`src/hw/simd_alu_config.svh`:
```
`ifndef SIMD_ALU_CONFIG_SVH
`define SIMD_ALU_CONFIG_SVH

// ********************
// datapath sizing
// ********************

// operand and result width
`define SIMD_ALU_XLEN 64

// opcode field, six bits as in the vector isa
`define SIMD_ALU_OP_W 6

// lane counts per width code
`define SIMD_ALU_N_B 8   // 00 bytes
`define SIMD_ALU_N_H 4   // 01 half-words
`define SIMD_ALU_N_W 2   // 10 words
                         // 11 is the single double-word

// shift amount field at double-word width
// narrower lanes take 3, 4 or 5 low bits
`define SIMD_ALU_SHAMT_W 6

`endif

```
`src/hw/simd_alu_pkg.sv`:
```
`include "simd_alu_config.svh"
`default_nettype none

package simd_alu_pkg;

    // ********************
    // opcodes and widths
    // ********************

    // isa encodings, gaps decode to zero
    typedef enum logic [`SIMD_ALU_OP_W-1:0] {
        VAND   = 6'd1,
        VOR    = 6'd2,
        VXOR   = 6'd3,
        VNOT   = 6'd4,
        VADD   = 6'd6,
        VSUB   = 6'd7,
        VMULEU = 6'd8,    // even lanes
        VMULOU = 6'd9,    // odd lanes
        VSLL   = 6'd10,
        VSRL   = 6'd11,
        VRTTH  = 6'd13,   // swap lane halves
        VSQEU  = 6'd16,
        VSQOU  = 6'd17,
        VNOP   = 6'd23
    } alu_op_e;

    typedef enum logic [1:0] {
        LW_BYTE  = 2'b00,
        LW_HALF  = 2'b01,
        LW_WORD  = 2'b10,
        LW_DWORD = 2'b11
    } lane_width_e;

    // one word, four lane views, lane 0 at the msb end
    typedef union packed {
        logic [0:`SIMD_ALU_N_B-1][7:0]  b;
        logic [0:`SIMD_ALU_N_H-1][15:0] h;
        logic [0:`SIMD_ALU_N_W-1][31:0] w;
        logic [`SIMD_ALU_XLEN-1:0]      d;
    } simd_word_u;

    // ********************
    // stage control
    // ********************

    typedef enum logic [1:0] {
        U_LOGIC_ARITH = 2'd0,
        U_MUL         = 2'd1,
        U_SHIFT_ROT   = 2'd2,
        U_ZERO        = 2'd3
    } unit_e;

    typedef enum logic [1:0] {
        LS_AND = 2'd0,
        LS_OR  = 2'd1,
        LS_XOR = 2'd2,
        LS_NOT = 2'd3
    } logic_sel_e;

    typedef struct packed {
        logic        valid;
        unit_e       unit;
        lane_width_e width;
        logic_sel_e  logic_sel;
        logic        arith;    // adder path instead of bitwise
        logic        sub;      // invert b, carry in per lane
        logic        odd;      // odd lane of each pair
        logic        square;   // a used for both factors
        logic        right;    // logical right shift
        logic        rotate;   // half swap, ignores b
    } exec_ctl_t;

endpackage

`default_nettype wire

```
`src/hw/simd_alu_lane_mul.sv`:
```
`timescale 1ns/100ps
`include "simd_alu_config.svh"
`default_nettype none

module simd_alu_lane_mul (
    input  simd_alu_pkg::exec_ctl_t  ctl,
    input  simd_alu_pkg::simd_word_u op_a,
    input  simd_alu_pkg::simd_word_u op_b,
    output simd_alu_pkg::simd_word_u mul_res
);

    simd_alu_pkg::simd_word_u fac_b;   // second factor

    // square reuses a for both factors
    assign fac_b = ctl.square ? op_a : op_b;

    // ********************
    // even / odd multiply
    // ********************
    // lanes pair up as (0,1) (2,3) ...
    // pair k picks lane 2k or 2k+1 and its
    // product fills double-width slot k
    always_comb begin
        mul_res = '0;
        case (ctl.width)
            simd_alu_pkg::LW_BYTE: begin
                // four 8x8 into half-word slots
                for (int k = 0; k < `SIMD_ALU_N_H; k++) begin
                    mul_res.h[k] = op_a.b[2*k + ctl.odd] * fac_b.b[2*k + ctl.odd];
                end
            end
            simd_alu_pkg::LW_HALF: begin
                // two 16x16 into word slots
                for (int k = 0; k < `SIMD_ALU_N_W; k++) begin
                    mul_res.w[k] = op_a.h[2*k + ctl.odd] * fac_b.h[2*k + ctl.odd];
                end
            end
            simd_alu_pkg::LW_WORD: begin
                // one 32x32, full 64 bit product
                mul_res.d = op_a.w[ctl.odd] * fac_b.w[ctl.odd];
            end
            default: begin
                mul_res = '0;   // 11 never issued here, decode zeroes it
            end
        endcase
    end

endmodule

`default_nettype wire

```
`config.mk`:
```
export PLATFORM = sky130hd
export DESIGN_NAME = simd_alu_lane_mul
export DESIGN_NICKNAME = d
export VERILOG_FILES = /design/src/hw/simd_alu_pkg.sv /design/src/hw/simd_alu_lane_mul.sv
export VERILOG_INCLUDE_DIRS = /design/src /design/src/hw
export SDC_FILE = /design/constraint.sdc
export NUM_CORES = 2
export LEC_CHECK = 0
export BUFFER_PORTS_ARGS = -buffer_cell sky130_fd_sc_hd__buf_2
export CORE_MARGIN = 2
export CORE_UTILIZATION = 51
export DETAILED_ROUTE_END_ITERATION = 8
export PLACE_DENSITY = 0.8
export SLEW_MARGIN = 10
export SYNTH_ARGS = -nofsm -noshare
export SYNTH_HDL_FRONTEND = slang
export SYNTH_SLANG_ARGS = --single-unit
export TNS_END_PERCENT = 20
```
`constraint.sdc`:
```
create_clock -name vclk -period 12.2
set_input_delay 2.44 -clock vclk [all_inputs]
set_output_delay 2.44 -clock vclk [all_outputs]
set_load 0.01 [all_outputs]
```
==> results.toml <==
[synth]
synthesis.area_sq_mm = 0.0607
ys_top_cells_by_count = "inv_1 (1,568), fa_1 (1,428), nand2_1 (1,207), nor2_1 (891), ha_1 (615)"
synthTopCellsByArea = "fa_1 (47%), ha_1 (13%), inv_1 (9.7%)"
ys.warnings.count = 0
synth_most_common_cell = "inv_1"
yosysTopAreaCell = "fa_1"
synth.distinct_cells = 71
avgSynthCellArea_sq_um = 8.12
synth_top_area_share = 0.471
syn_inst = 7473
ys_seq_area_frac = 0
syn_nets = 9657

[sta]
worstMarginPinSlew_ns = 1.37
rsz0062_at_grt = "yes"
finalCriticalPeriod_ns = 12.98
tns_ns = -23.73
fin_ws_ns = -0.783
hold_viol = 0
maxSlewHeadroom = 0.0753
finalCritPeriodShare = 1.06
slew_viol_final = 0
setup_viol = 45
max_freq_ghz = 0.0770

[grt]
gr-usage-met3 = 0.111
grt_pass1_wl_mm = 352
grt_use_met2 = 0.579
grt_usage = 0.389
grtUsageMet1 = 0.501
grt_max_degree = 53
grt.busiest_layer = "met2"
antenna_found_initial = 43
overflow = 0
grt_pass1_vias = 58800

[final_layout]
clockBufferCount = 0
areaGrowthSynthToFinish_pct = 22.1
final_nets = 10600
flops_and_latches = 0
fillCellCount = 9900
drive_gt1_frac = 0.196
seqCellArea_sq_um = 0

[routing]
wl_per_cell_um = 23.7
drt-initial-drc-count = 5242
wirelength_mm = 237
drc = 0
vias = 56900
detail-route-antenna-nets = 0
firstDrtPassIters = 6
vias_per_cell = 5.69

[floorplan]
die_h_um = 349
rows = 126
die_area_sq_mm = 0.122
core-area_sq_mm = 0.118
ios = 205
initial_core_util = 0.514
die_x_um = 349

[worst_setup_path]
worst_setup_path_end_kind = "primary output"
cpPeakStageDelay_ns = 0.55
critical_path_required_ns = 9.76
worstSetupStartpointType = "primary input"
critical-path-top-delay-family = "adder cells"
slowest_stage = "fa_1"
critPathMaxFanout = 14
crit_arrival_ns = 10.54
critical_path_class = "primary input to primary output"
path_common_cell = "fa_1"
critPathBufInv = 10

[worst_hold_path]
worstHoldStart = "ctl[8]"
worstHoldPathCells = 3
holdPathEnd = "mul_res[63]"
min_path_type = "primary input to primary output"

[placed_design]
place.gp.congestion = 1.06
dpl.hpwl_mm = 204
numPortBuffers = 196

[outcome]
status = "complete, but fails checks"
failed_checks = "negative setup slack"

[flow_run]
maxCapViolations = 0
## through the flow
| step | setup slack (ns) | hold slack [ns] | cell area (sq um) | util | cells |
|---|---|---|---|---|---|
| final | -0.783 | 5.58 | 74100 | 0.627 | 9999 |
| after global routing | -0.925 | 5.57 | 74000 | 0.627 | 9979 |
| after CTS | -0.725 | 5.55 | 72300 | 0.613 | 9936 |
| after detailed placement | -1.26 | 5.54 | 71500 | 0.606 | 9915 |
| after global placement | -1.20 | 5.55 | 71500 | 0.606 | 9915 |
| after floorplan | -0.0334 | 5.15 | 61400 | - | 7473 |
## routing by layer
layer	wire length (um)	part of all wire
met5	328	0.0014
met4	19500	0.082
met3	28900	0.12
met2	101000	0.43
met1	86800	0.37
## layout make-up
cell class / count / area [sq um] / area share
well taps: 1536 / 1920 / 0.0259
multi-input cells: 5568 / 55300 / 0.747
diodes: 22 / 55.1 / 0.000743
repair buffers: 1304 / 10900 / 0.147
inverters: 1569 / 5890 / 0.0795
## cells by family (layout without fill, tap and decap cells)
family	after synthesis	in the layout	synth area share
AO/OA/AOI/OAI	894	895	0.0910
multiplexers	38	38	0.00627
other	0	22	0
AND/OR/NAND/NOR	2440	2440	0.165
XOR/XNOR	152	152	0.0219
buffers and inverters	1906	2873	0.118
adder cells (fa/ha/maj)	2043	2043	0.598
## repair_timing
item,in CTS,in global routing
cloned,3,11
endpoints found under the setup margin,50,50
endpoints found under the hold margin,0,0
buffers inserted,18,31
resized for setup,126,280
pin swaps,53,127
hold buffers,0,0
## cell usage in the layout, fill, tap and decap left out, types with 23 or more instances in the layout
cell,netlist,layout
nor2_1,891,853
and2_1,69,68
mux2i_1,38,29
nand4_1,23,23
o21a_1,94,90
buf_12,0,92
fa_2,0,30
nand2_2,0,28
nand2_1,1207,1174
nor2_2,0,30
nand2b_1,49,39
o21ai_2,1,30
fa_1,1428,1398
o21ai_1,84,74
o21ai_0,118,93
buf_6,0,33
nor2b_1,71,43
a211oi_1,32,29
a21o_1,80,80
buf_4,0,968
buf_2,1,192
ha_1,615,594
a21oi_2,1,40
xor2_1,57,54
o22ai_1,29,23
o21bai_1,33,33
inv_1,1568,1554
nand3_1,36,32
xnor2_1,95,87
nor3_1,34,33
a21oi_1,304,246
## worst max-delay path by stage
stage               cells past startpoint  slack [ns]     endpoint   start
global route                           35       -0.93  mul_res[39]  ctl[3]
floorplan                              31       -0.03  mul_res[39]  ctl[3]
finish                                 30       -0.78  mul_res[47]  ctl[3]
CTS                                    33       -0.72  mul_res[39]  ctl[3]
detailed placement                     30       -1.26  mul_res[60]  ctl[3]
global placement                       32       -1.20  mul_res[60]  ctl[3]
Power is left out: the tool's default activity adds up to more than one toggle a clock period on the data nets, which glitch-free logic cannot reach.
