<file path="src/hw/simd_alu_config.svh">
`ifndef SIMD_ALU_CONFIG_SVH
`define SIMD_ALU_CONFIG_SVH

// ********************
// datapath sizing
// ********************

// operand and result width
`define SIMD_ALU_XLEN 64

// opcode field, six bits as in the vector isa
`define SIMD_ALU_OP_W 6

// lane counts per width code
`define SIMD_ALU_N_B 8   // 00 bytes
`define SIMD_ALU_N_H 4   // 01 half-words
`define SIMD_ALU_N_W 2   // 10 words
                         // 11 is the single double-word

// shift amount field at double-word width
// narrower lanes take 3, 4 or 5 low bits
`define SIMD_ALU_SHAMT_W 6

`endif

</file>
<file path="src/hw/simd_alu_pkg.sv">
`include "simd_alu_config.svh"
`default_nettype none

package simd_alu_pkg;

    // ********************
    // opcodes and widths
    // ********************

    // isa encodings, gaps decode to zero
    typedef enum logic [`SIMD_ALU_OP_W-1:0] {
        VAND   = 6'd1,
        VOR    = 6'd2,
        VXOR   = 6'd3,
        VNOT   = 6'd4,
        VADD   = 6'd6,
        VSUB   = 6'd7,
        VMULEU = 6'd8,    // even lanes
        VMULOU = 6'd9,    // odd lanes
        VSLL   = 6'd10,
        VSRL   = 6'd11,
        VRTTH  = 6'd13,   // swap lane halves
        VSQEU  = 6'd16,
        VSQOU  = 6'd17,
        VNOP   = 6'd23
    } alu_op_e;

    typedef enum logic [1:0] {
        LW_BYTE  = 2'b00,
        LW_HALF  = 2'b01,
        LW_WORD  = 2'b10,
        LW_DWORD = 2'b11
    } lane_width_e;

    // one word, four lane views, lane 0 at the msb end
    typedef union packed {
        logic [0:`SIMD_ALU_N_B-1][7:0]  b;
        logic [0:`SIMD_ALU_N_H-1][15:0] h;
        logic [0:`SIMD_ALU_N_W-1][31:0] w;
        logic [`SIMD_ALU_XLEN-1:0]      d;
    } simd_word_u;

    // ********************
    // stage control
    // ********************

    typedef enum logic [1:0] {
        U_LOGIC_ARITH = 2'd0,
        U_MUL         = 2'd1,
        U_SHIFT_ROT   = 2'd2,
        U_ZERO        = 2'd3
    } unit_e;

    typedef enum logic [1:0] {
        LS_AND = 2'd0,
        LS_OR  = 2'd1,
        LS_XOR = 2'd2,
        LS_NOT = 2'd3
    } logic_sel_e;

    typedef struct packed {
        logic        valid;
        unit_e       unit;
        lane_width_e width;
        logic_sel_e  logic_sel;
        logic        arith;    // adder path instead of bitwise
        logic        sub;      // invert b, carry in per lane
        logic        odd;      // odd lane of each pair
        logic        square;   // a used for both factors
        logic        right;    // logical right shift
        logic        rotate;   // half swap, ignores b
    } exec_ctl_t;

endpackage

`default_nettype wire

</file>
<file path="src/hw/simd_alu_decode.sv">
`timescale 1ns/100ps
`include "simd_alu_config.svh"
`default_nettype none

module simd_alu_decode (
    input  wire logic                      clk,
    input  wire logic                      rst_n,
    input  wire logic                      alu,        // issue strobe
    input  simd_alu_pkg::alu_op_e          alu_op,
    input  simd_alu_pkg::lane_width_e      width,
    input  wire logic [`SIMD_ALU_XLEN-1:0] reg_a_data,
    input  wire logic [`SIMD_ALU_XLEN-1:0] reg_b_data,
    output simd_alu_pkg::exec_ctl_t        ctl,
    output simd_alu_pkg::simd_word_u       op_a,
    output simd_alu_pkg::simd_word_u       op_b
);

    simd_alu_pkg::exec_ctl_t dec;   // next control word

    // ********************
    // opcode decode
    // ********************
    always_comb begin
        dec       = '0;
        dec.valid = 1'b1;
        dec.width = width;
        dec.unit  = simd_alu_pkg::U_ZERO;    // nop and holes
        case (alu_op)
            simd_alu_pkg::VAND: begin
                dec.unit      = simd_alu_pkg::U_LOGIC_ARITH;
                dec.logic_sel = simd_alu_pkg::LS_AND;
            end
            simd_alu_pkg::VOR: begin
                dec.unit      = simd_alu_pkg::U_LOGIC_ARITH;
                dec.logic_sel = simd_alu_pkg::LS_OR;
            end
            simd_alu_pkg::VXOR: begin
                dec.unit      = simd_alu_pkg::U_LOGIC_ARITH;
                dec.logic_sel = simd_alu_pkg::LS_XOR;
            end
            simd_alu_pkg::VNOT: begin
                dec.unit      = simd_alu_pkg::U_LOGIC_ARITH;
                dec.logic_sel = simd_alu_pkg::LS_NOT;
            end
            simd_alu_pkg::VADD, simd_alu_pkg::VSUB: begin
                dec.unit  = simd_alu_pkg::U_LOGIC_ARITH;
                dec.arith = 1'b1;
                dec.sub   = (alu_op == simd_alu_pkg::VSUB);
            end
            simd_alu_pkg::VMULEU, simd_alu_pkg::VMULOU,
            simd_alu_pkg::VSQEU, simd_alu_pkg::VSQOU: begin
                // no double-word product slot, so 11 gives zero
                if (width != simd_alu_pkg::LW_DWORD) begin
                    dec.unit = simd_alu_pkg::U_MUL;
                end
                dec.odd    = (alu_op == simd_alu_pkg::VMULOU) || (alu_op == simd_alu_pkg::VSQOU);
                dec.square = (alu_op == simd_alu_pkg::VSQEU) || (alu_op == simd_alu_pkg::VSQOU);
            end
            simd_alu_pkg::VSLL, simd_alu_pkg::VSRL, simd_alu_pkg::VRTTH: begin
                dec.unit   = simd_alu_pkg::U_SHIFT_ROT;
                dec.right  = (alu_op == simd_alu_pkg::VSRL);
                dec.rotate = (alu_op == simd_alu_pkg::VRTTH);
            end
            default: ;
        endcase
    end

    // ********************
    // stage 1 registers
    // ********************
    always_ff @(posedge clk or negedge rst_n) begin
        if (!rst_n) begin
            ctl <= '0;
        end else if (alu) begin
            ctl <= dec;
        end else begin
            ctl.valid <= 1'b0;   // flags hold, nothing issued
        end
    end

    always_ff @(posedge clk) begin
        if (alu) begin
            op_a.d <= reg_a_data;
            op_b.d <= reg_b_data;
        end
    end

endmodule

`default_nettype wire

</file>
<file path="config.mk">
export PLATFORM = sky130hd
export DESIGN_NAME = simd_alu_decode
export DESIGN_NICKNAME = d
export VERILOG_FILES = /design/src/hw/simd_alu_pkg.sv /design/src/hw/simd_alu_decode.sv
export VERILOG_INCLUDE_DIRS = /design/src /design/src/hw
export SDC_FILE = /design/constraint.sdc
export NUM_CORES = 1
export LEC_CHECK = 0
export BUFFER_PORTS_ARGS = -buffer_cell sky130_fd_sc_hd__buf_2
export CORE_MARGIN = 3
export CORE_UTILIZATION = 42
export DETAILED_ROUTE_END_ITERATION = 10
export PLACE_DENSITY_LB_ADDON = 0.05
export SYNTH_ARGS = -nofsm -noshare
export SYNTH_HDL_FRONTEND = slang
export SYNTH_SLANG_ARGS = --single-unit
</file>
<file path="constraint.sdc">
create_clock -name clk -period 0.81 [get_ports clk]
set_input_delay 0.1215 -clock clk [delete_from_list [all_inputs] [get_ports clk]]
set_output_delay 0.1215 -clock clk [all_outputs]
set_load 0.03 [all_outputs]
</file>
==> reports/results.txt <==
Crit-path slowest cell: edfxtp_1
async set-or-reset flop fraction in the synthesized netlist: 9.22%
first-pass GRT wire length: 22.6 mm
Net Switching: 0.00514 W
Post-Syn Nets: 335
Mapped Cells: 196
R2R Path End: ctl[1]
clk buf depth: 2
period utilization: 151%
Slew HR: 77.3%
Crit path max-delay family: flip-flops
ant diodes: 0
Final Hold Viols: 1
Worst-path clk slew: 0.06 ns
final setup fails: 142
combinational share of power: 18.6%
fmax: 819 MHz
Synth top area share: 85.4%
Die Y: 110 um
Synth-to-Final Area Change: 102%
number of library cell types mapped by synthesis: 27
Total GRT Usage: 26.4%
Routed Antenna Nets: 0
commonest non-fill, non-tap cell in the layout: buf_6
ys flop type: edfxtp_1
root buf cell: clkbuf_8
CP cell instances: buf_6
cell-internal power: 0.0144 W
CTS tree: done
vias per cell: 4.64
post-DP HPWL: 8.92 mm
CP endpoint: op_a[60]
final hold slack: -0.0203 ns
initial core utilization: 43.4%
CTS Buf Count: 17
min-delay worst type: in2reg
die width: 110 um
sw frac: 26.3%
clock share of power: 36.1%
Least-Margin Pin Slew: 0.338 ns
clk_skew: 0 ns
H-tree depth: 4
clk sinks: 141
placed inst area: 0.00633 sq mm
syn avg cell area: 23.0 sq um
Critical Path Max Stage Delay: 0.43 ns
largest net degree at the start of global routing: 35
Critical Path RT: 0.69 ns
full die area: 0.0120 sq mm
GP Congestion: 0.882
reg2reg start: ctl[1]
vias in the first global route: 4024
post-synthesis cell area: 0.00450 sq mm
P_leak: 3.87 nW
Post-route DRC: 0
router iterations before antenna repair: 4
Final Power: 0.0196 W
drt wl/cell: 19.7 um
initial DRC count: 203
critical-path maximum fanout: 1
CP Launch Point: op_a[60]
FF+latch count, synth: 141
EDFF count, synth: 128
Yosys Warn Count: 0
I/O Buffers: 279
Rows: 37
core area: 0.0104 sq mm
total gr overflow: 0
vias: 3708
Worst Reg2Reg Path Length in Cells: 2
synth top area cells: edfxtp_1 (85%), dfrtp_1 (7.2%), inv_1 (0.83%)
final slew viol count: 0
status: finished, violations left
Worst setup SP type: flip-flop
failing checks: negative hold slack, negative setup slack
setup slack after layout: -0.411 ns
io pins: 280
Worst path depth: 1
kind of critical path: reg2out
share of layout cells above drive strength 1: 52.0%
Worst Path Buf+Inv: 1
sequential share of the synthesized area: 92.6%
Yosys top cell by area: edfxtp_1
most frequent cells in the layout: buf_6 (143), buf_2 (137), dlygate4sd3_1 (132)
VDD IR max: 1750 uV
Total Nets Final: 790
R2R Setup Slk: -0.12 ns
initial antenna violation count: 0
Routed WL: 15.8 mm
MaxCap Viol Count: 0
RSZ-0062 raised after global routing: true
pwr dens: 2150 mW/mm^2
worst path arrival time: 1.10 ns
clk_lat worst skew: 0.50 ns
register share of total power: 45.3%
Period minus WS final: 1.22 ns
CP endpoint kind: primary output
post-layout instance area: 0.00910 sq mm
==> per-layer routing <==
layer	global-route usage (%)	vias up	routed length [um]
li1	-	1679	-
met1	27.5	1798	5270
met2	48.9	217	8840
met3	10.2	14	1480
met4	7.93	0	199
met5	0	-	0
==> cell type report <==
class,count,area (sq um)
Sequential cell,141,4170
Inverter,10,37.5
Timing Repair Buffer,440,3890
Clock buffer,18,418
Clock inverter,14,121
Tap cell,136,170
Fill cell,433,1270
Multi-Input combinational cell,41,288
==> repair_timing <==
action | in CTS | in global routing
hold buffers | 132 | 1
setup endpoints to repair | 141 | 146
endpoints found under the hold margin | 146 | 2
resized for setup | 282 | 3
buffers inserted | 1 | 1
==> how the worst min path moves through the flow <==
stage,startpoint,to,slack (ns),depth (start not counted)
global placement,rst_n,ctl[4],0.03,1
detailed placement,rst_n,ctl[3],0.03,1
finish,alu_op[5],ctl[3],-0.02,3
CTS,alu_op[5],ctl[3],-0.07,3
global route,alu_op[5],ctl[3],-0.03,3
floorplan,rst_n,ctl[0],-0.17,0
==> cells in the mapped netlist (2+ instances only) <==
master,instances
clkbuf_1,2
edfxtp_1,128
mux2_2,3
o21ai_0,6
nand2b_1,5
o22ai_1,4
nand2_1,3
dfrtp_1,13
buf_2,2
inv_1,10
nand3_1,3
nor3b_1,2
==> kinds of logic (layout without fill, tap and decap cells) <==
group	after synthesis	after routing	share of synthesized area (%)
and+or+nand+nor	21	21	2.95
DFF	141	141	92.6
AOI/OAI and AO/OA	15	15	2.08
xor gates and xnor gates	2	2	0.389
muxes	3	3	0.750
buffers and inverters	14	482	1.22
==> power groups by stage <==
| stage | clock, W | combinational [W] | sequential (W) |
|---|---|---|---|
| final | 0.00706 | 0.00364 | 0.00887 |
| after global routing | 0.00748 | 0.00380 | 0.00891 |
| after CTS | 0.00709 | 0.00358 | 0.00883 |
| after detailed placement | 0 | 0.00245 | 0.00883 |
| after global placement | 0 | 0.00243 | 0.00882 |
| after floorplan | 0 | 0.000112 | 0.0100 |
==> through the flow <==
| step | TNS (ns) | worst slack [ns] | utilization [%] | instances |
|---|---|---|---|---|
| floorplan | -0.748 | -0.304 | - | 196 |
| global placement | -9.15 | -0.471 | 61.0 | 634 |
| detailed placement | -8.35 | -0.532 | 61.0 | 634 |
| CTS | -54.15 | -0.436 | 87.5 | 799 |
| global route | -57.77 | -0.454 | 87.7 | 800 |
| finish | -50.58 | -0.411 | 87.7 | 800 |
==> state kept, by name (all words and copies together), names as in the netlist <==
signal,cells
op_a,64
op_b,64
ctl,13
==> tightest hold or removal path, delay by kind of cell <==
family	cells	cell delay [ns]
compound gates	1	0.07
buf+inv	1	0.11
simple gates	1	0.13
Note: power is estimated with default switching activity, not from simulation.
