[config.mk]
export PLATFORM = sky130hd
export DESIGN_NAME = simd_alu_lane_arith
export DESIGN_NICKNAME = d
export VERILOG_FILES = /design/src/hw/simd_alu_pkg.sv /design/src/hw/simd_alu_lane_arith.sv
export VERILOG_INCLUDE_DIRS = /design/src /design/src/hw
export SDC_FILE = /design/constraint.sdc
export NUM_CORES = 1
export LEC_CHECK = 0
export ABC_AREA = 0
export BUFFER_PORTS_ARGS = -buffer_cell sky130_fd_sc_hd__buf_4
export CORE_UTILIZATION = 51
export DETAILED_ROUTE_END_ITERATION = 16
export GPL_ROUTABILITY_DRIVEN = 0
export GPL_TIMING_DRIVEN = 0
export PLACE_DENSITY = 0.92
export SLEW_MARGIN = 20
export SYNTH_ARGS = -nofsm -noshare
export SYNTH_HDL_FRONTEND = slang
export SYNTH_SLANG_ARGS = --single-unit
export TNS_END_PERCENT = 50
[constraint.sdc]
create_clock -name vclk -period 12.55
set_clock_uncertainty 0.05 [all_clocks]
set_input_delay 0 -clock vclk [all_inputs]
set_output_delay 0 -clock vclk [all_outputs]
set_load 0.02 [all_outputs]
[src/hw/simd_alu_config.svh]
`ifndef SIMD_ALU_CONFIG_SVH
`define SIMD_ALU_CONFIG_SVH

// ********************
// datapath sizing
// ********************

// operand and result width
`define SIMD_ALU_XLEN 64

// opcode field, six bits as in the vector isa
`define SIMD_ALU_OP_W 6

// lane counts per width code
`define SIMD_ALU_N_B 8   // 00 bytes
`define SIMD_ALU_N_H 4   // 01 half-words
`define SIMD_ALU_N_W 2   // 10 words
                         // 11 is the single double-word

// shift amount field at double-word width
// narrower lanes take 3, 4 or 5 low bits
`define SIMD_ALU_SHAMT_W 6

`endif

[src/hw/simd_alu_pkg.sv]
`include "simd_alu_config.svh"
`default_nettype none

package simd_alu_pkg;

    // ********************
    // opcodes and widths
    // ********************

    // isa encodings, gaps decode to zero
    typedef enum logic [`SIMD_ALU_OP_W-1:0] {
        VAND   = 6'd1,
        VOR    = 6'd2,
        VXOR   = 6'd3,
        VNOT   = 6'd4,
        VADD   = 6'd6,
        VSUB   = 6'd7,
        VMULEU = 6'd8,    // even lanes
        VMULOU = 6'd9,    // odd lanes
        VSLL   = 6'd10,
        VSRL   = 6'd11,
        VRTTH  = 6'd13,   // swap lane halves
        VSQEU  = 6'd16,
        VSQOU  = 6'd17,
        VNOP   = 6'd23
    } alu_op_e;

    typedef enum logic [1:0] {
        LW_BYTE  = 2'b00,
        LW_HALF  = 2'b01,
        LW_WORD  = 2'b10,
        LW_DWORD = 2'b11
    } lane_width_e;

    // one word, four lane views, lane 0 at the msb end
    typedef union packed {
        logic [0:`SIMD_ALU_N_B-1][7:0]  b;
        logic [0:`SIMD_ALU_N_H-1][15:0] h;
        logic [0:`SIMD_ALU_N_W-1][31:0] w;
        logic [`SIMD_ALU_XLEN-1:0]      d;
    } simd_word_u;

    // ********************
    // stage control
    // ********************

    typedef enum logic [1:0] {
        U_LOGIC_ARITH = 2'd0,
        U_MUL         = 2'd1,
        U_SHIFT_ROT   = 2'd2,
        U_ZERO        = 2'd3
    } unit_e;

    typedef enum logic [1:0] {
        LS_AND = 2'd0,
        LS_OR  = 2'd1,
        LS_XOR = 2'd2,
        LS_NOT = 2'd3
    } logic_sel_e;

    typedef struct packed {
        logic        valid;
        unit_e       unit;
        lane_width_e width;
        logic_sel_e  logic_sel;
        logic        arith;    // adder path instead of bitwise
        logic        sub;      // invert b, carry in per lane
        logic        odd;      // odd lane of each pair
        logic        square;   // a used for both factors
        logic        right;    // logical right shift
        logic        rotate;   // half swap, ignores b
    } exec_ctl_t;

endpackage

`default_nettype wire

[src/hw/simd_alu_lane_arith.sv]
`timescale 1ns/100ps
`include "simd_alu_config.svh"
`default_nettype none

module simd_alu_lane_arith (
    input  simd_alu_pkg::exec_ctl_t  ctl,
    input  simd_alu_pkg::simd_word_u op_a,
    input  simd_alu_pkg::simd_word_u op_b,
    output simd_alu_pkg::simd_word_u arith_res
);

    logic [0:`SIMD_ALU_N_B-1] lane_lsb;    // byte closes its lane
    simd_alu_pkg::simd_word_u b_in;       // b or ~b
    simd_alu_pkg::simd_word_u sum;
    simd_alu_pkg::simd_word_u bit_res;
    logic                     carry;      // ripple between bytes

    // ********************
    // lane boundaries
    // ********************
    // byte i is a lane lsb when i+1 is a multiple of the lane's byte count
    always_comb begin
        for (int i = 0; i < `SIMD_ALU_N_B; i++) begin
            lane_lsb[i] = (((i + 1) & ((1 << ctl.width) - 1)) == 0);
        end
    end

    // ********************
    // lane-wise add / sub
    // ********************
    // one byte-sliced adder shared by all widths
    // carry is cut at each lane lsb and reloaded with sub
    always_comb begin
        b_in.d = ctl.sub ? ~op_b.d : op_b.d;   // a + ~b + 1 per lane
        carry  = ctl.sub;
        // walk from the lsb byte (lane 7) up to byte 0
        for (int i = `SIMD_ALU_N_B - 1; i >= 0; i--) begin
            if (lane_lsb[i]) begin
                carry = ctl.sub;               // fresh lane
            end
            {carry, sum.b[i]} = {1'b0, op_a.b[i]} + {1'b0, b_in.b[i]} + carry;
        end
        // carry out of the top byte is dropped, lanes wrap
    end

    // ********************
    // bitwise ops
    // ********************
    // width has no effect here
    always_comb begin
        case (ctl.logic_sel)
            simd_alu_pkg::LS_AND: bit_res.d = op_a.d & op_b.d;
            simd_alu_pkg::LS_OR:  bit_res.d = op_a.d | op_b.d;
            simd_alu_pkg::LS_XOR: bit_res.d = op_a.d ^ op_b.d;
            simd_alu_pkg::LS_NOT: bit_res.d = ~op_a.d;          // b unused
            default:              bit_res.d = '0;
        endcase
    end

    assign arith_res = ctl.arith ? sum : bit_res;

endmodule

`default_nettype wire

==> report_table.html <==
<table>
<tr><th>Metric</th><th>Value</th></tr>
<tr><th colspan="2">Run status</th></tr>
<tr><td>Failing checks</td><td>negative setup slack</td></tr>
<tr><td>Run status</td><td>finished with violations</td></tr>
<tr><th colspan="2">Placed design</th></tr>
<tr><td>Post-Place Cell Area</td><td>0.00956 mm2</td></tr>
<tr><td>Number of buffer cells added on primary ports</td><td>about 190</td></tr>
<tr><td>Detailed placement HPWL</td><td>~19 mm</td></tr>
<tr><td>Cell count after placement</td><td>1,306</td></tr>
<tr><th colspan="2">Synthesis</th></tr>
<tr><td>Average size of a mapped cell</td><td>~8.4 um2</td></tr>
<tr><td>Post-synth top area share</td><td>0.293</td></tr>
<tr><td>Post-Syn Area</td><td>approximately 0.008 mm2</td></tr>
<tr><td>Post-Syn Instances</td><td>about 930</td></tr>
<tr><td>Distinct cells, synth</td><td>43</td></tr>
<tr><td>Main area contributors after synthesis</td><td>sky130_fd_sc_hd__ha_1, sky130_fd_sc_hd__mux4_2, sky130_fd_sc_hd__inv_1</td></tr>
<tr><td>Number of warning messages in the yosys log</td><td>0</td></tr>
<tr><td>Area leader, netlist</td><td>sky130_fd_sc_hd__ha_1</td></tr>
<tr><td>Total nets after synthesis</td><td>1,267</td></tr>
<tr><td>Register area share after synthesis</td><td>0</td></tr>
<tr><th colspan="2">Global route</th></tr>
<tr><td>Overall track demand over capacity in global routing</td><td>0.316</td></tr>
<tr><td>Vias in the first global route</td><td>8,239</td></tr>
<tr><td>Antenna violations before repair</td><td>0</td></tr>
<tr><td>Wire length of the first global-routing pass</td><td>39.7 mm</td></tr>
<tr><td>Pin count of the biggest net entering global routing</td><td>11</td></tr>
<tr><td>Total grt overflow</td><td>0</td></tr>
<tr><th colspan="2">Timing</th></tr>
<tr><td>RSZ-0062 raised after global routing</td><td>yes</td></tr>
<tr><td>Worst setup margin</td><td>-0.147 ns</td></tr>
<tr><td>Fmax</td><td>78.8 MHz</td></tr>
<tr><td>Crit share post-route</td><td>1.01</td></tr>
<tr><td>Count of final setup violators</td><td>4</td></tr>
<tr><td>Actual slew at the worst max-slew pin</td><td>1.17 ns</td></tr>
<tr><td>Time the final worst path needs with I/O delays and setup</td><td>12.70 ns</td></tr>
<tr><td>Final-report max-slew violation count</td><td>0</td></tr>
<tr><td>Relative max-transition margin</td><td>0.215</td></tr>
<tr><td>Final hold violation count</td><td>0</td></tr>
<tr><th colspan="2">Cells and area</th></tr>
<tr><td>Non-filler cells in the finished layout</td><td>1,371</td></tr>
<tr><td>Number of clock-tree buffers in the layout</td><td>0</td></tr>
<tr><td>Leading cell type in the layout, fill and taps excluded</td><td>sky130_fd_sc_hd__buf_4</td></tr>
<tr><td>Fraction of layout instances using a drive strength above 1</td><td>0.336</td></tr>
<tr><td>Growth of design area from synthesis to finish</td><td>31.8%</td></tr>
<tr><td>Sequential cell count of the final layout</td><td>0</td></tr>
<tr><td>Post-Layout Inst Area</td><td>0.0103 mm2</td></tr>
<tr><td>Sequential cell area</td><td>0 um2</td></tr>
<tr><td>Final Net Count</td><td>1,528</td></tr>
<tr><td>Area occupied by multi-input gates</td><td>0.00699 mm2</td></tr>
<tr><td>Antenna Cells</td><td>0</td></tr>
<tr><td>Most used cells in the layout excluding fill and tap cells</td><td>sky130_fd_sc_hd__buf_4, sky130_fd_sc_hd__inv_1, sky130_fd_sc_hd__ha_1, sky130_fd_sc_hd__xor2_1, sky130_fd_sc_hd__mux4_2</td></tr>
<tr><td>Filler cell count</td><td>1,063</td></tr>
<tr><th colspan="2">Worst setup path</th></tr>
<tr><td>WP data required</td><td>12.50 ns</td></tr>
<tr><td>Worst Setup Path Type</td><td>in2out</td></tr>
<tr><td>Slowest cell on the critical path</td><td>sky130_fd_sc_hd__fa_2</td></tr>
<tr><td>Endpoint type of the worst setup path</td><td>output pin</td></tr>
<tr><td>Delay of the slowest cell on the worst path</td><td>0.41 ns</td></tr>
<tr><td>Crit path from</td><td>ctl[4]</td></tr>
<tr><td>Most prevalent standard cell on the critical path</td><td>sky130_fd_sc_hd__fa_2</td></tr>
<tr><td>Critical path peak fanout</td><td>4</td></tr>
<tr><td>Nature of the critical path startpoint</td><td>input pin</td></tr>
<tr><td>Arrival time at the worst endpoint</td><td>12.65 ns</td></tr>
<tr><th colspan="2">Die</th></tr>
<tr><td>Height of the die</td><td>126 um</td></tr>
<tr><td>Core Footprint</td><td>0.0148 mm2</td></tr>
<tr><td>Number of top-level pins</td><td>205</td></tr>
<tr><td>Standard-cell rows</td><td>44</td></tr>
<tr><td>Die Footprint</td><td>0.0158 mm2</td></tr>
<tr><td>Horiz. Die Dim</td><td>126 um</td></tr>
<tr><td>Effective utilization at floorplan</td><td>0.530</td></tr>
<tr><th colspan="2">Min path</th></tr>
<tr><td>Worst hold path cell count</td><td>4</td></tr>
<tr><td>Startpoint of the lowest-slack hold path</td><td>op_a[0]</td></tr>
<tr><td>Hold Path Class</td><td>in2out</td></tr>
<tr><th colspan="2">Route</th></tr>
<tr><td>Final antenna-violating net count</td><td>0</td></tr>
<tr><td>Average wire per cell in the routed design</td><td>18.8 um</td></tr>
<tr><td>Via count</td><td>8,049</td></tr>
<tr><td>Final wirelength</td><td>between 20 and 30 mm</td></tr>
<tr><td>Total DRC errors in the routed layout</td><td>0</td></tr>
<tr><td>Via density per instance</td><td>5.87</td></tr>
<tr><td>Number of detailed-route iterations in the first pass</td><td>5</td></tr>
<tr><td>First DRT Iteration DRCs</td><td>roughly 420</td></tr>
<tr><th colspan="2">Power and ir drop</th></tr>
<tr><td>Peak VDD IR</td><td>36.2 uV</td></tr>
<tr><td>Leakage power figure</td><td>5.53 nW</td></tr>
<tr><td>Power per cell area</td><td>58.5 mW/mm2</td></tr>
<tr><th colspan="2">Clock network</th></tr>
<tr><td>Hold Buf Count CTS</td><td>0</td></tr>
<tr><th colspan="2">Run</th></tr>
<tr><td>Max-cap violations</td><td>0</td></tr>
</table>
-- power breakdown --
| part | leakage, nW | total (W) | switching, W | internal [W] |
|---|---|---|---|---|
| registers | 0 | 0 | 0 | 0 |
| logic | 5.53 | 0.000603 | 0.000308 | 0.000295 |
| clock network | 0 | 0 | 0 | 0 |
-- per-stage QoR --
| stage | power, W | worst slack [ns] | util | TNS, ns | hold WS [ns] |
|---|---|---|---|---|---|
| final | 0.000603 | -0.147 | 0.699 | -0.343 | 0.379 |
| after global placement | 0.000493 | -1.53 | 0.648 | -10.57 | 0.370 |
| after CTS | 0.000570 | -0.440 | 0.690 | -1.99 | 0.386 |
| after floorplan | 0.000333 | 0.0280 | - | 0 | 0.185 |
| after detailed placement | 0.000513 | -1.64 | 0.648 | -11.24 | 0.382 |
| after global routing | 0.000647 | -0.564 | 0.699 | -2.96 | 0.424 |
-- kinds of logic (layout without fill, tap and decap cells) --
| kind of cell | after synthesis | count (layout) | share of synthesized area |
|---|---|---|---|
| adders and majority gates | 198 | 198 | 0.331 |
| xor gates and xnor gates | 74 | 74 | 0.0828 |
| muxes | 71 | 71 | 0.201 |
| and+or+nand+nor | 144 | 144 | 0.0937 |
| buffers and inverters | 259 | 518 | 0.137 |
| AOI/OAI and AO/OA | 182 | 182 | 0.154 |
-- critical path: cells and delay by family --
kind / cells / cell delay (ns)
buffers and inverters: 5 / 0.56
and+or+nand+nor: 7 / 1.08
muxes: 1 / 0.26
AOI/OAI and AO/OA: 31 / 5.13
xor gates and xnor gates: 2 / 0.32
adders and majority gates: 14 / 5.30
-- final cells by class --
type / count / area share
multi-input combinational: 669 / 0.678
tap: 184 / 0.0223
buffer: 36 / 0.0275
inverter: 223 / 0.0812
timing repair buffer: 259 / 0.191
-- final timing paths --
check | slack (ns) | to
max | -0.15 | arith_res[63]
min | 0.38 | arith_res[0]
-- layer usage --
metal,up-vias,part of all wire,track usage
li1,3682,-,-
met1,3868,0.38,0.352
met2,411,0.51,0.598
met3,88,0.071,0.0399
met4,0,0.046,0.137
met5,-,0,0
-- cell usage after synthesis, drive strengths merged (2+ instances only) --
library cell / n
nand2: 33
o21a: 26
xnor2: 12
buf: 20
a211o: 5
a21oi: 22
o31a: 2
nand3: 12
nor2: 25
a31o: 18
inv: 223
o21ai: 60
nor3b: 4
or3: 12
xor2: 62
o31ai: 6
and2: 19
nand2b: 28
a21o: 15
a211oi: 16
nor3: 10
clkbuf: 16
o41ai: 6
ha: 183
fa: 15
mux4: 64
mux2: 6
-- repair_timing --
action / CTS / global route
buffers inserted: 57 / 8
resized for setup: 51 / 14
pin swaps: 50 / 43
setup endpoints to repair: 11 / 8
No activity file was read; power rests on OpenSTA's default activity.
