==> src/hw/simd_alu_config.svh <==
`ifndef SIMD_ALU_CONFIG_SVH
`define SIMD_ALU_CONFIG_SVH

// ********************
// datapath sizing
// ********************

// operand and result width
`define SIMD_ALU_XLEN 64

// opcode field, six bits as in the vector isa
`define SIMD_ALU_OP_W 6

// lane counts per width code
`define SIMD_ALU_N_B 8   // 00 bytes
`define SIMD_ALU_N_H 4   // 01 half-words
`define SIMD_ALU_N_W 2   // 10 words
                         // 11 is the single double-word

// shift amount field at double-word width
// narrower lanes take 3, 4 or 5 low bits
`define SIMD_ALU_SHAMT_W 6

`endif

==> src/hw/simd_alu_pkg.sv <==
`include "simd_alu_config.svh"
`default_nettype none

package simd_alu_pkg;

    // ********************
    // opcodes and widths
    // ********************

    // isa encodings, gaps decode to zero
    typedef enum logic [`SIMD_ALU_OP_W-1:0] {
        VAND   = 6'd1,
        VOR    = 6'd2,
        VXOR   = 6'd3,
        VNOT   = 6'd4,
        VADD   = 6'd6,
        VSUB   = 6'd7,
        VMULEU = 6'd8,    // even lanes
        VMULOU = 6'd9,    // odd lanes
        VSLL   = 6'd10,
        VSRL   = 6'd11,
        VRTTH  = 6'd13,   // swap lane halves
        VSQEU  = 6'd16,
        VSQOU  = 6'd17,
        VNOP   = 6'd23
    } alu_op_e;

    typedef enum logic [1:0] {
        LW_BYTE  = 2'b00,
        LW_HALF  = 2'b01,
        LW_WORD  = 2'b10,
        LW_DWORD = 2'b11
    } lane_width_e;

    // one word, four lane views, lane 0 at the msb end
    typedef union packed {
        logic [0:`SIMD_ALU_N_B-1][7:0]  b;
        logic [0:`SIMD_ALU_N_H-1][15:0] h;
        logic [0:`SIMD_ALU_N_W-1][31:0] w;
        logic [`SIMD_ALU_XLEN-1:0]      d;
    } simd_word_u;

    // ********************
    // stage control
    // ********************

    typedef enum logic [1:0] {
        U_LOGIC_ARITH = 2'd0,
        U_MUL         = 2'd1,
        U_SHIFT_ROT   = 2'd2,
        U_ZERO        = 2'd3
    } unit_e;

    typedef enum logic [1:0] {
        LS_AND = 2'd0,
        LS_OR  = 2'd1,
        LS_XOR = 2'd2,
        LS_NOT = 2'd3
    } logic_sel_e;

    typedef struct packed {
        logic        valid;
        unit_e       unit;
        lane_width_e width;
        logic_sel_e  logic_sel;
        logic        arith;    // adder path instead of bitwise
        logic        sub;      // invert b, carry in per lane
        logic        odd;      // odd lane of each pair
        logic        square;   // a used for both factors
        logic        right;    // logical right shift
        logic        rotate;   // half swap, ignores b
    } exec_ctl_t;

endpackage

`default_nettype wire

==> src/hw/simd_alu_result_sel.sv <==
`timescale 1ns/100ps
`include "simd_alu_config.svh"
`default_nettype none

module simd_alu_result_sel (
    input  wire logic                       clk,
    input  wire logic                       rst_n,
    input  simd_alu_pkg::exec_ctl_t         ctl,
    input  simd_alu_pkg::simd_word_u        arith_res,
    input  simd_alu_pkg::simd_word_u        mul_res,
    input  simd_alu_pkg::simd_word_u        shift_res,
    output logic [`SIMD_ALU_XLEN-1:0]       alu_out,
    output logic                            result_valid
);

    simd_alu_pkg::simd_word_u sel_res;   // chosen unit result

    // unit mux, zero for nop / holes / mul at 11
    always_comb begin
        case (ctl.unit)
            simd_alu_pkg::U_LOGIC_ARITH: sel_res = arith_res;
            simd_alu_pkg::U_MUL:         sel_res = mul_res;
            simd_alu_pkg::U_SHIFT_ROT:   sel_res = shift_res;
            default:                     sel_res = '0;
        endcase
    end

    // ********************
    // stage 2 registers
    // ********************
    always_ff @(posedge clk or negedge rst_n) begin
        if (!rst_n) begin
            alu_out      <= '0;
            result_valid <= 1'b0;
        end else begin
            result_valid <= ctl.valid;     // one pulse per issue
            if (ctl.valid) begin
                alu_out <= sel_res.d;      // holds between results
            end
        end
    end

endmodule

`default_nettype wire

==> config.mk <==
export PLATFORM = sky130hd
export DESIGN_NAME = simd_alu_result_sel
export DESIGN_NICKNAME = d
export VERILOG_FILES = /design/src/hw/simd_alu_pkg.sv /design/src/hw/simd_alu_result_sel.sv
export VERILOG_INCLUDE_DIRS = /design/src /design/src/hw
export SDC_FILE = /design/constraint.sdc
export NUM_CORES = 1
export LEC_CHECK = 0
export BUFFER_PORTS_ARGS = -buffer_cell sky130_fd_sc_hd__buf_2
export CAP_MARGIN = 0
export CORE_AREA = 2 2 105 107
export CTS_CLUSTER_DIAMETER = 150
export DETAILED_ROUTE_END_ITERATION = 16
export DIE_AREA = 0 0 107 109
export PLACE_DENSITY = 0.77
export SETUP_SLACK_MARGIN = 0.02
export SYNTH_ARGS = -nofsm -noshare
export SYNTH_HDL_FRONTEND = slang
export SYNTH_SLANG_ARGS = --single-unit
==> constraint.sdc <==
create_clock -name clk -period 1.7 [get_ports clk]
set_clock_uncertainty 0.05 [all_clocks]
set_input_delay 0.34 -clock clk [delete_from_list [all_inputs] [get_ports clk]]
set_output_delay 0.34 -clock clk [all_outputs]
set_load 0.01 [all_outputs]
==> impl_metrics.ini, run 1 <==
[run_status]
status = complete, no violations

[logic_synthesis]
ys_seq_elements = 65
synth-seq-area-share_pct = 37.9
syn_inst = 364
synth_cell_types = 14
avgSynthCellArea_um2 = 11.8
syn_nets = 571
synth_area_mm2 = 0.00429
yosysWarnings = 0

[sta]
slew_headroom_pct = 72.5
setup_viol = 0
worst_pin_slew_ns = 0.413
period_share_pct = 75.1
hold_viol = 0
rsz0062_at_grt = no
max_freq_mhz = 783
drv_slew = 0
period_minus_slack_ns = 1.28
fin_tns_setup_ns = 0
hold_slack_ns = 0.213
worst_slack_ns = 0.423

[die]
die_width_um = 107
start_util_pct = 40.5
io_pins = 272
die_y_um = 109
row_count = 38
core_area_mm2 = 0.0106
dieArea_mm2 = 0.0117

[placement]
dpl_cell_area_mm2 = 0.00562
dpl_worst_slack_ns = 0.169
hpwl_um = 8780
io_buffers = 261
gp_congestion = 0.734
dp_cells = 732

[critical_path]
critPathSlowestCell = dfrtp_1
critPathLaunchType = flip-flop
path_delay_family = flip-flops
crit_chain = buf_2
critPathBufInv = 1
arrival_ns = 0.89
crit_required_ns = 1.31
worstSetupEndpointType = output port
worstSetupPathType = reg -> out
max_stage_delay_ns = 0.41
path_max_fanout = 2

[global_routing]
overflow = 0
antenna_found_initial = 0
grt_pass1_vias = 3788
grt_max_degree = 66
grt.total_usage_pct = 19.7
grt_pass1_wl_um = 18100

[route]
routed_wl_um = 12000
drt_iter0_drc = 187
vias = 3931
drt_first_pass_iters = 4
routedWlPerCell_um = 16.0
vias_per_cell = 5.25
drc = 0
ant_nets = 0

[min_path]
hold_class = in -> reg

[flow_run]
max-cap-violations = 0

[finish]
antenna_cells = 0
final_util_pct = 54.8
fin_nets = 811
num-fill-cells = 966
final_layout_size_suffix_gt1_share_pct = 56.0
instances_no_fill = 749
fin_area_mm2 = 0.00581
synthToLayoutAreaGrowth_pct = 35.2

[power]
total_power_mw = 4.21
p_leak_nw = 2.92
p_per_area_mw_per_mm2 = 725
ir_worst_vdd_v = 0.000349

[cts]
worst_skew_pair.late_latency_ns = 0.33
cts_tree = done
ctsRootBufferMaster = clkbuf_8
cts_buffer_depth = 2
post_cts_buffers = 0
htree_levels = 3
clock_sinks = 65
cts_buffers = 9
clk_pin_slew_ns = 0.08
-- tightest hold or removal path: stages --
cell and delay (ns):
buf_2 0.07, nand4b_1 0.09, o221ai_2 0.07
-- worst paths after layout --
kind / start / cells after the start / to / slack, ns
max: alu_out[23] / 1 / alu_out[23] / 0.42
min: mul_res[50] / 3 / alu_out[50] / 0.21
min reg2reg: alu_out[41] / 2 / alu_out[41] / 0.51
max in group asynchronous: rst_n / 3 / result_valid / 0.79
max reg2reg: alu_out[23] / 2 / alu_out[23] / 0.94
min in group asynchronous: rst_n / 3 / alu_out[15] / 0.48
-- area by class of cell --
| class | count | area [um2] | area share [%] |
|---|---|---|---|
| repair buffers | 271 | 1460 | 25.2 |
| clock buffers | 13 | 159 | 2.74 |
| well taps | 140 | 175 | 3.02 |
| multi-input cells | 193 | 2130 | 36.6 |
| inverters | 64 | 240 | 4.14 |
| flip-flops and latches | 65 | 1630 | 28.0 |
| clock inverters | 3 | 15.0 | 0.259 |
-- cells in the final DEF, fill, tap and decap left out, types with 3 or more instances in the layout --
cell type / count
buf_12: 6
clkbuf_8: 11
o221ai_2: 56
o221ai_1: 8
buf_4: 5
mux2i_1: 64
inv_1: 64
buf_2: 259
dfrtp_1: 65
nand4b_1: 64
clkinv_2: 3
-- timing repair --
item | CTS | global route
hold buffers | 1 | 0
resized for setup | 0 | 0
hold endpoints to repair | 65 | 0
-- metal layers --
| metal | global-route usage, % | vias to the layer above | wire (um) |
|---|---|---|---|
| li1 | - | 1877 | - |
| met5 | 0 | - | 0 |
| met4 | 8.91 | 0 | 207 |
| met3 | 3.17 | 17 | 854 |
| met2 | 36.2 | 162 | 6370 |
| met1 | 22.5 | 1875 | 4550 |
-- cells in the mapped netlist (all sizes together) --
library cell  count  share of area, %
buf              38               6.8
dfrtp            65                38
nand4b           64                13
mux2i            64                15
inv              64               5.6
nand2b            1              0.15
o221ai           64                21
clkbuf            4              0.35
-- registers in the layout (all words and copies together), names as in the netlist --
| register | count |
|---|---|
| alu_out | 64 |
| result_valid | 1 |
-- kinds of logic (layout without fill, tap and decap cells) --
group                  after synthesis  count (layout)  share of synthesized area [%]
buffers and inverters              106             351                           12.8
AO/OA/AOI/OAI                       64              64                           21.2
flip-flops                          65              65                           37.9
multiplexers                        64              64                           14.9
AND/OR/NAND/NOR                     65              65                           13.2
-- where the power goes --
group | switching, mW | leakage, nW | total [mW] | internal, mW
Sequential | 0.0899 | 0.819 | 1.81 | 1.72
Combinational | 0.629 | 2.01 | 1.22 | 0.586
Clock | 0.582 | 0.0932 | 1.19 | 0.603
Note: power is estimated with default switching activity, not from simulation.
==> run 2: changes to the inputs <==
- ABC_AREA: unset -> 1
- PLACE_DENSITY: 0.77 -> 0.76
- clock period: 1.7 -> 1.1 ns (I/O delays scaled with it)
==> impl_metrics.ini, run 2 <==
[global_routing]
grt_max_degree = 66
grt.total_usage_pct = 22.3
grt_pass1_wl_um = 20500
overflow = 0
grt_pass1_vias = 4357
antenna_found_initial = 1

[power]
ir_worst_vdd_v = 0.000693
power.switching_mw = 2.00
switching_share_pct = 30.1
seq_power_share_pct = 41.9
clockPowerShare_pct = 28.9
internal_power_mw = 4.64
pwr-share-comb_pct = 29.2
p_leak_nw = 3.42
total_power_mw = 6.64
p_per_area_mw_per_mm2 = 1130

[finish]
fin_nets = 1052
mostFrequentLayoutCells = 256 x nand2_1, 250 x buf_2, 192 x nand3_1
antenna_cells = 0
final_util_pct = 55.4
final_layout_size_suffix_gt1_share_pct = 39.2
largest_reg_flops = 64
top_register = alu_out
mostFrequentLayoutCell = nand2_1
top_regs = alu_out (64), result_valid (1)
fin_area_mm2 = 0.00587
synthToLayoutAreaGrowth_pct = 50.2
num-fill-cells = 1087

[logic_synthesis]
syn_nets = 769
synth_cell_types = 10
synth_flop_cell = dfrtp_1
synth_async_sr_flop_share_pct = 100
synth_area_mm2 = 0.00391
synth-seq-area-share_pct = 41.6
synth.top_cells.by_count = 256 x nand2_1, 192 x nand3_1, 65 x dfrtp_1, 20 x buf_4, 10 x buf_2
yosysWarnings = 0
avgSynthCellArea_um2 = 6.95
synth_area_leaders = dfrtp_1 42%, nand3_1 25%, nand2_1 25%
syn_inst = 562
synth_edf_count = 0
netlist.area_leader.share_pct = 41.6
synth.most_common_cell = nand2_1
yosys.area.top_type = dfrtp_1
ys_seq_elements = 65

[critical_path]
path_max_fanout = 2
worstSetupPathType = reg -> out
crit_chain = buf_6
critPathBufInv = 1
max_stage_delay_ns = 0.41
worstSetupEndpointType = output port
arrival_ns = 0.88
critPathLaunchType = flip-flop
critPathSlowestCell = dfrtp_1
worstReg2RegStart = alu_out[3]
crit_required_ns = 0.83
crit_start = alu_out[59]
path_delay_family = flip-flops

[sta]
rsz0062_at_grt = yes
fin_tns_setup_ns = -1.33
max_freq_mhz = 873
worst_slack_ns = -0.0460
worst_pin_slew_ns = 0.351
slew_headroom_pct = 76.6
setup_viol = 64
hold_viol = 0
hold_slack_ns = 0.127
drv_slew = 0
period_minus_slack_ns = 1.15
period_share_pct = 104

[placement]
dpl_cell_area_mm2 = 0.00539
io_buffers = 261
hpwl_um = 9520
gp_congestion = 0.788

[cts]
ctsRootBufferMaster = clkbuf_8
worst_skew_pair.late_latency_ns = 0.33
htree_levels = 3
clk_pin_slew_ns = 0.07
cts_tree = done
cts_buffers = 9
clock_sinks = 65
cts_buffer_depth = 2

[route]
drc = 0
routed_wl_um = 13300
drt_iter0_drc = 227
ant_nets = 0
vias = 4791
routedWlPerCell_um = 13.5
vias_per_cell = 4.84
drt_first_pass_iters = 5

[flow_run]
max-cap-violations = 0

[min_path]
min_from = arith_res[26]
hold_class = in -> reg

[die]
die_width_um = 107
die_y_um = 109
row_count = 38
start_util_pct = 36.9
core_area_mm2 = 0.0106
dieArea_mm2 = 0.0117
io_pins = 272

[run_status]
status = finished, violations left
violations = negative setup slack
[run 2: cell count changes after synthesis, sizes merged]
cell | before | now
nand4b | 64 | 0
o221ai | 64 | 0
nor2 | 0 | 1
inv | 64 | 3
nand2b | 1 | 0
buf | 38 | 34
nand3 | 0 | 192
mux2i | 64 | 0
clkbuf | 4 | 11
nand2 | 0 | 256
[run 2: metal layers]
layer  vias up  global-route usage [%]  share of wire, %
li1       2403                       -                 -
met1      2181                    25.6                40
met2       185                    39.9                51
met3        20                    6.63               7.4
met4         2                    6.86               1.6
met5         -                       0             0.098
[run 2: cells by family after synthesis]
family | after synthesis | synth area share (%)
buf+inv | 48 | 8.90
simple gates | 449 | 49.5
flops | 65 | 41.6
[run 2: path summary, 6_finish.rpt]
check | endpoint | slack [ns] | cells after the start
setup / recovery | alu_out[59] | -0.05 | 1
hold / removal | alu_out[26] | 0.13 | 5
setup reg to reg | alu_out[3] | 0.20 | 4
hold reg to reg | alu_out[45] | 0.42 | 2
max in group asynchronous | alu_out[32] | 0.32 | 3
min in group asynchronous | alu_out[51] | 0.38 | 3
[run 2: per-stage QoR]
stage | worst slack, ns | cells
after floorplan | 0.179 | 562
final | -0.0460 | 989
after global routing | -0.105 | 989
after detailed placement | -0.0761 | 943
after CTS | -0.0645 | 970
after global placement | -0.0620 | 943
[run 2: power by group through the flow]
stage	Clock [mW]	Sequential, mW	Combinational [mW]
after CTS	1.96	2.78	1.81
after detailed placement	0	2.81	1.72
after global routing	2.12	2.81	2.15
after global placement	0	2.81	1.71
after floorplan	0	2.95	0.712
final	1.92	2.78	1.94
[run 2: what timing repair did]
item                                    CTS  global route
resized for setup                         5             6
buffers inserted                         11            19
endpoints found under the hold margin    65             0
endpoints found under the setup margin   65            65
pin swaps                                 0             0
hold buffers                              1             0
[run 2: final cells by class]
| class | instances | area [um2] | area share (%) |
|---|---|---|---|
| repair buffers | 317 | 1950 | 33.2 |
| multi-input cells | 449 | 1930 | 32.9 |
| flip-flops and latches | 65 | 1630 | 27.7 |
| well taps | 140 | 175 | 2.98 |
| clock buffers | 11 | 131 | 2.24 |
| clock inverters | 4 | 45.0 | 0.767 |
| inverters | 3 | 11.3 | 0.192 |
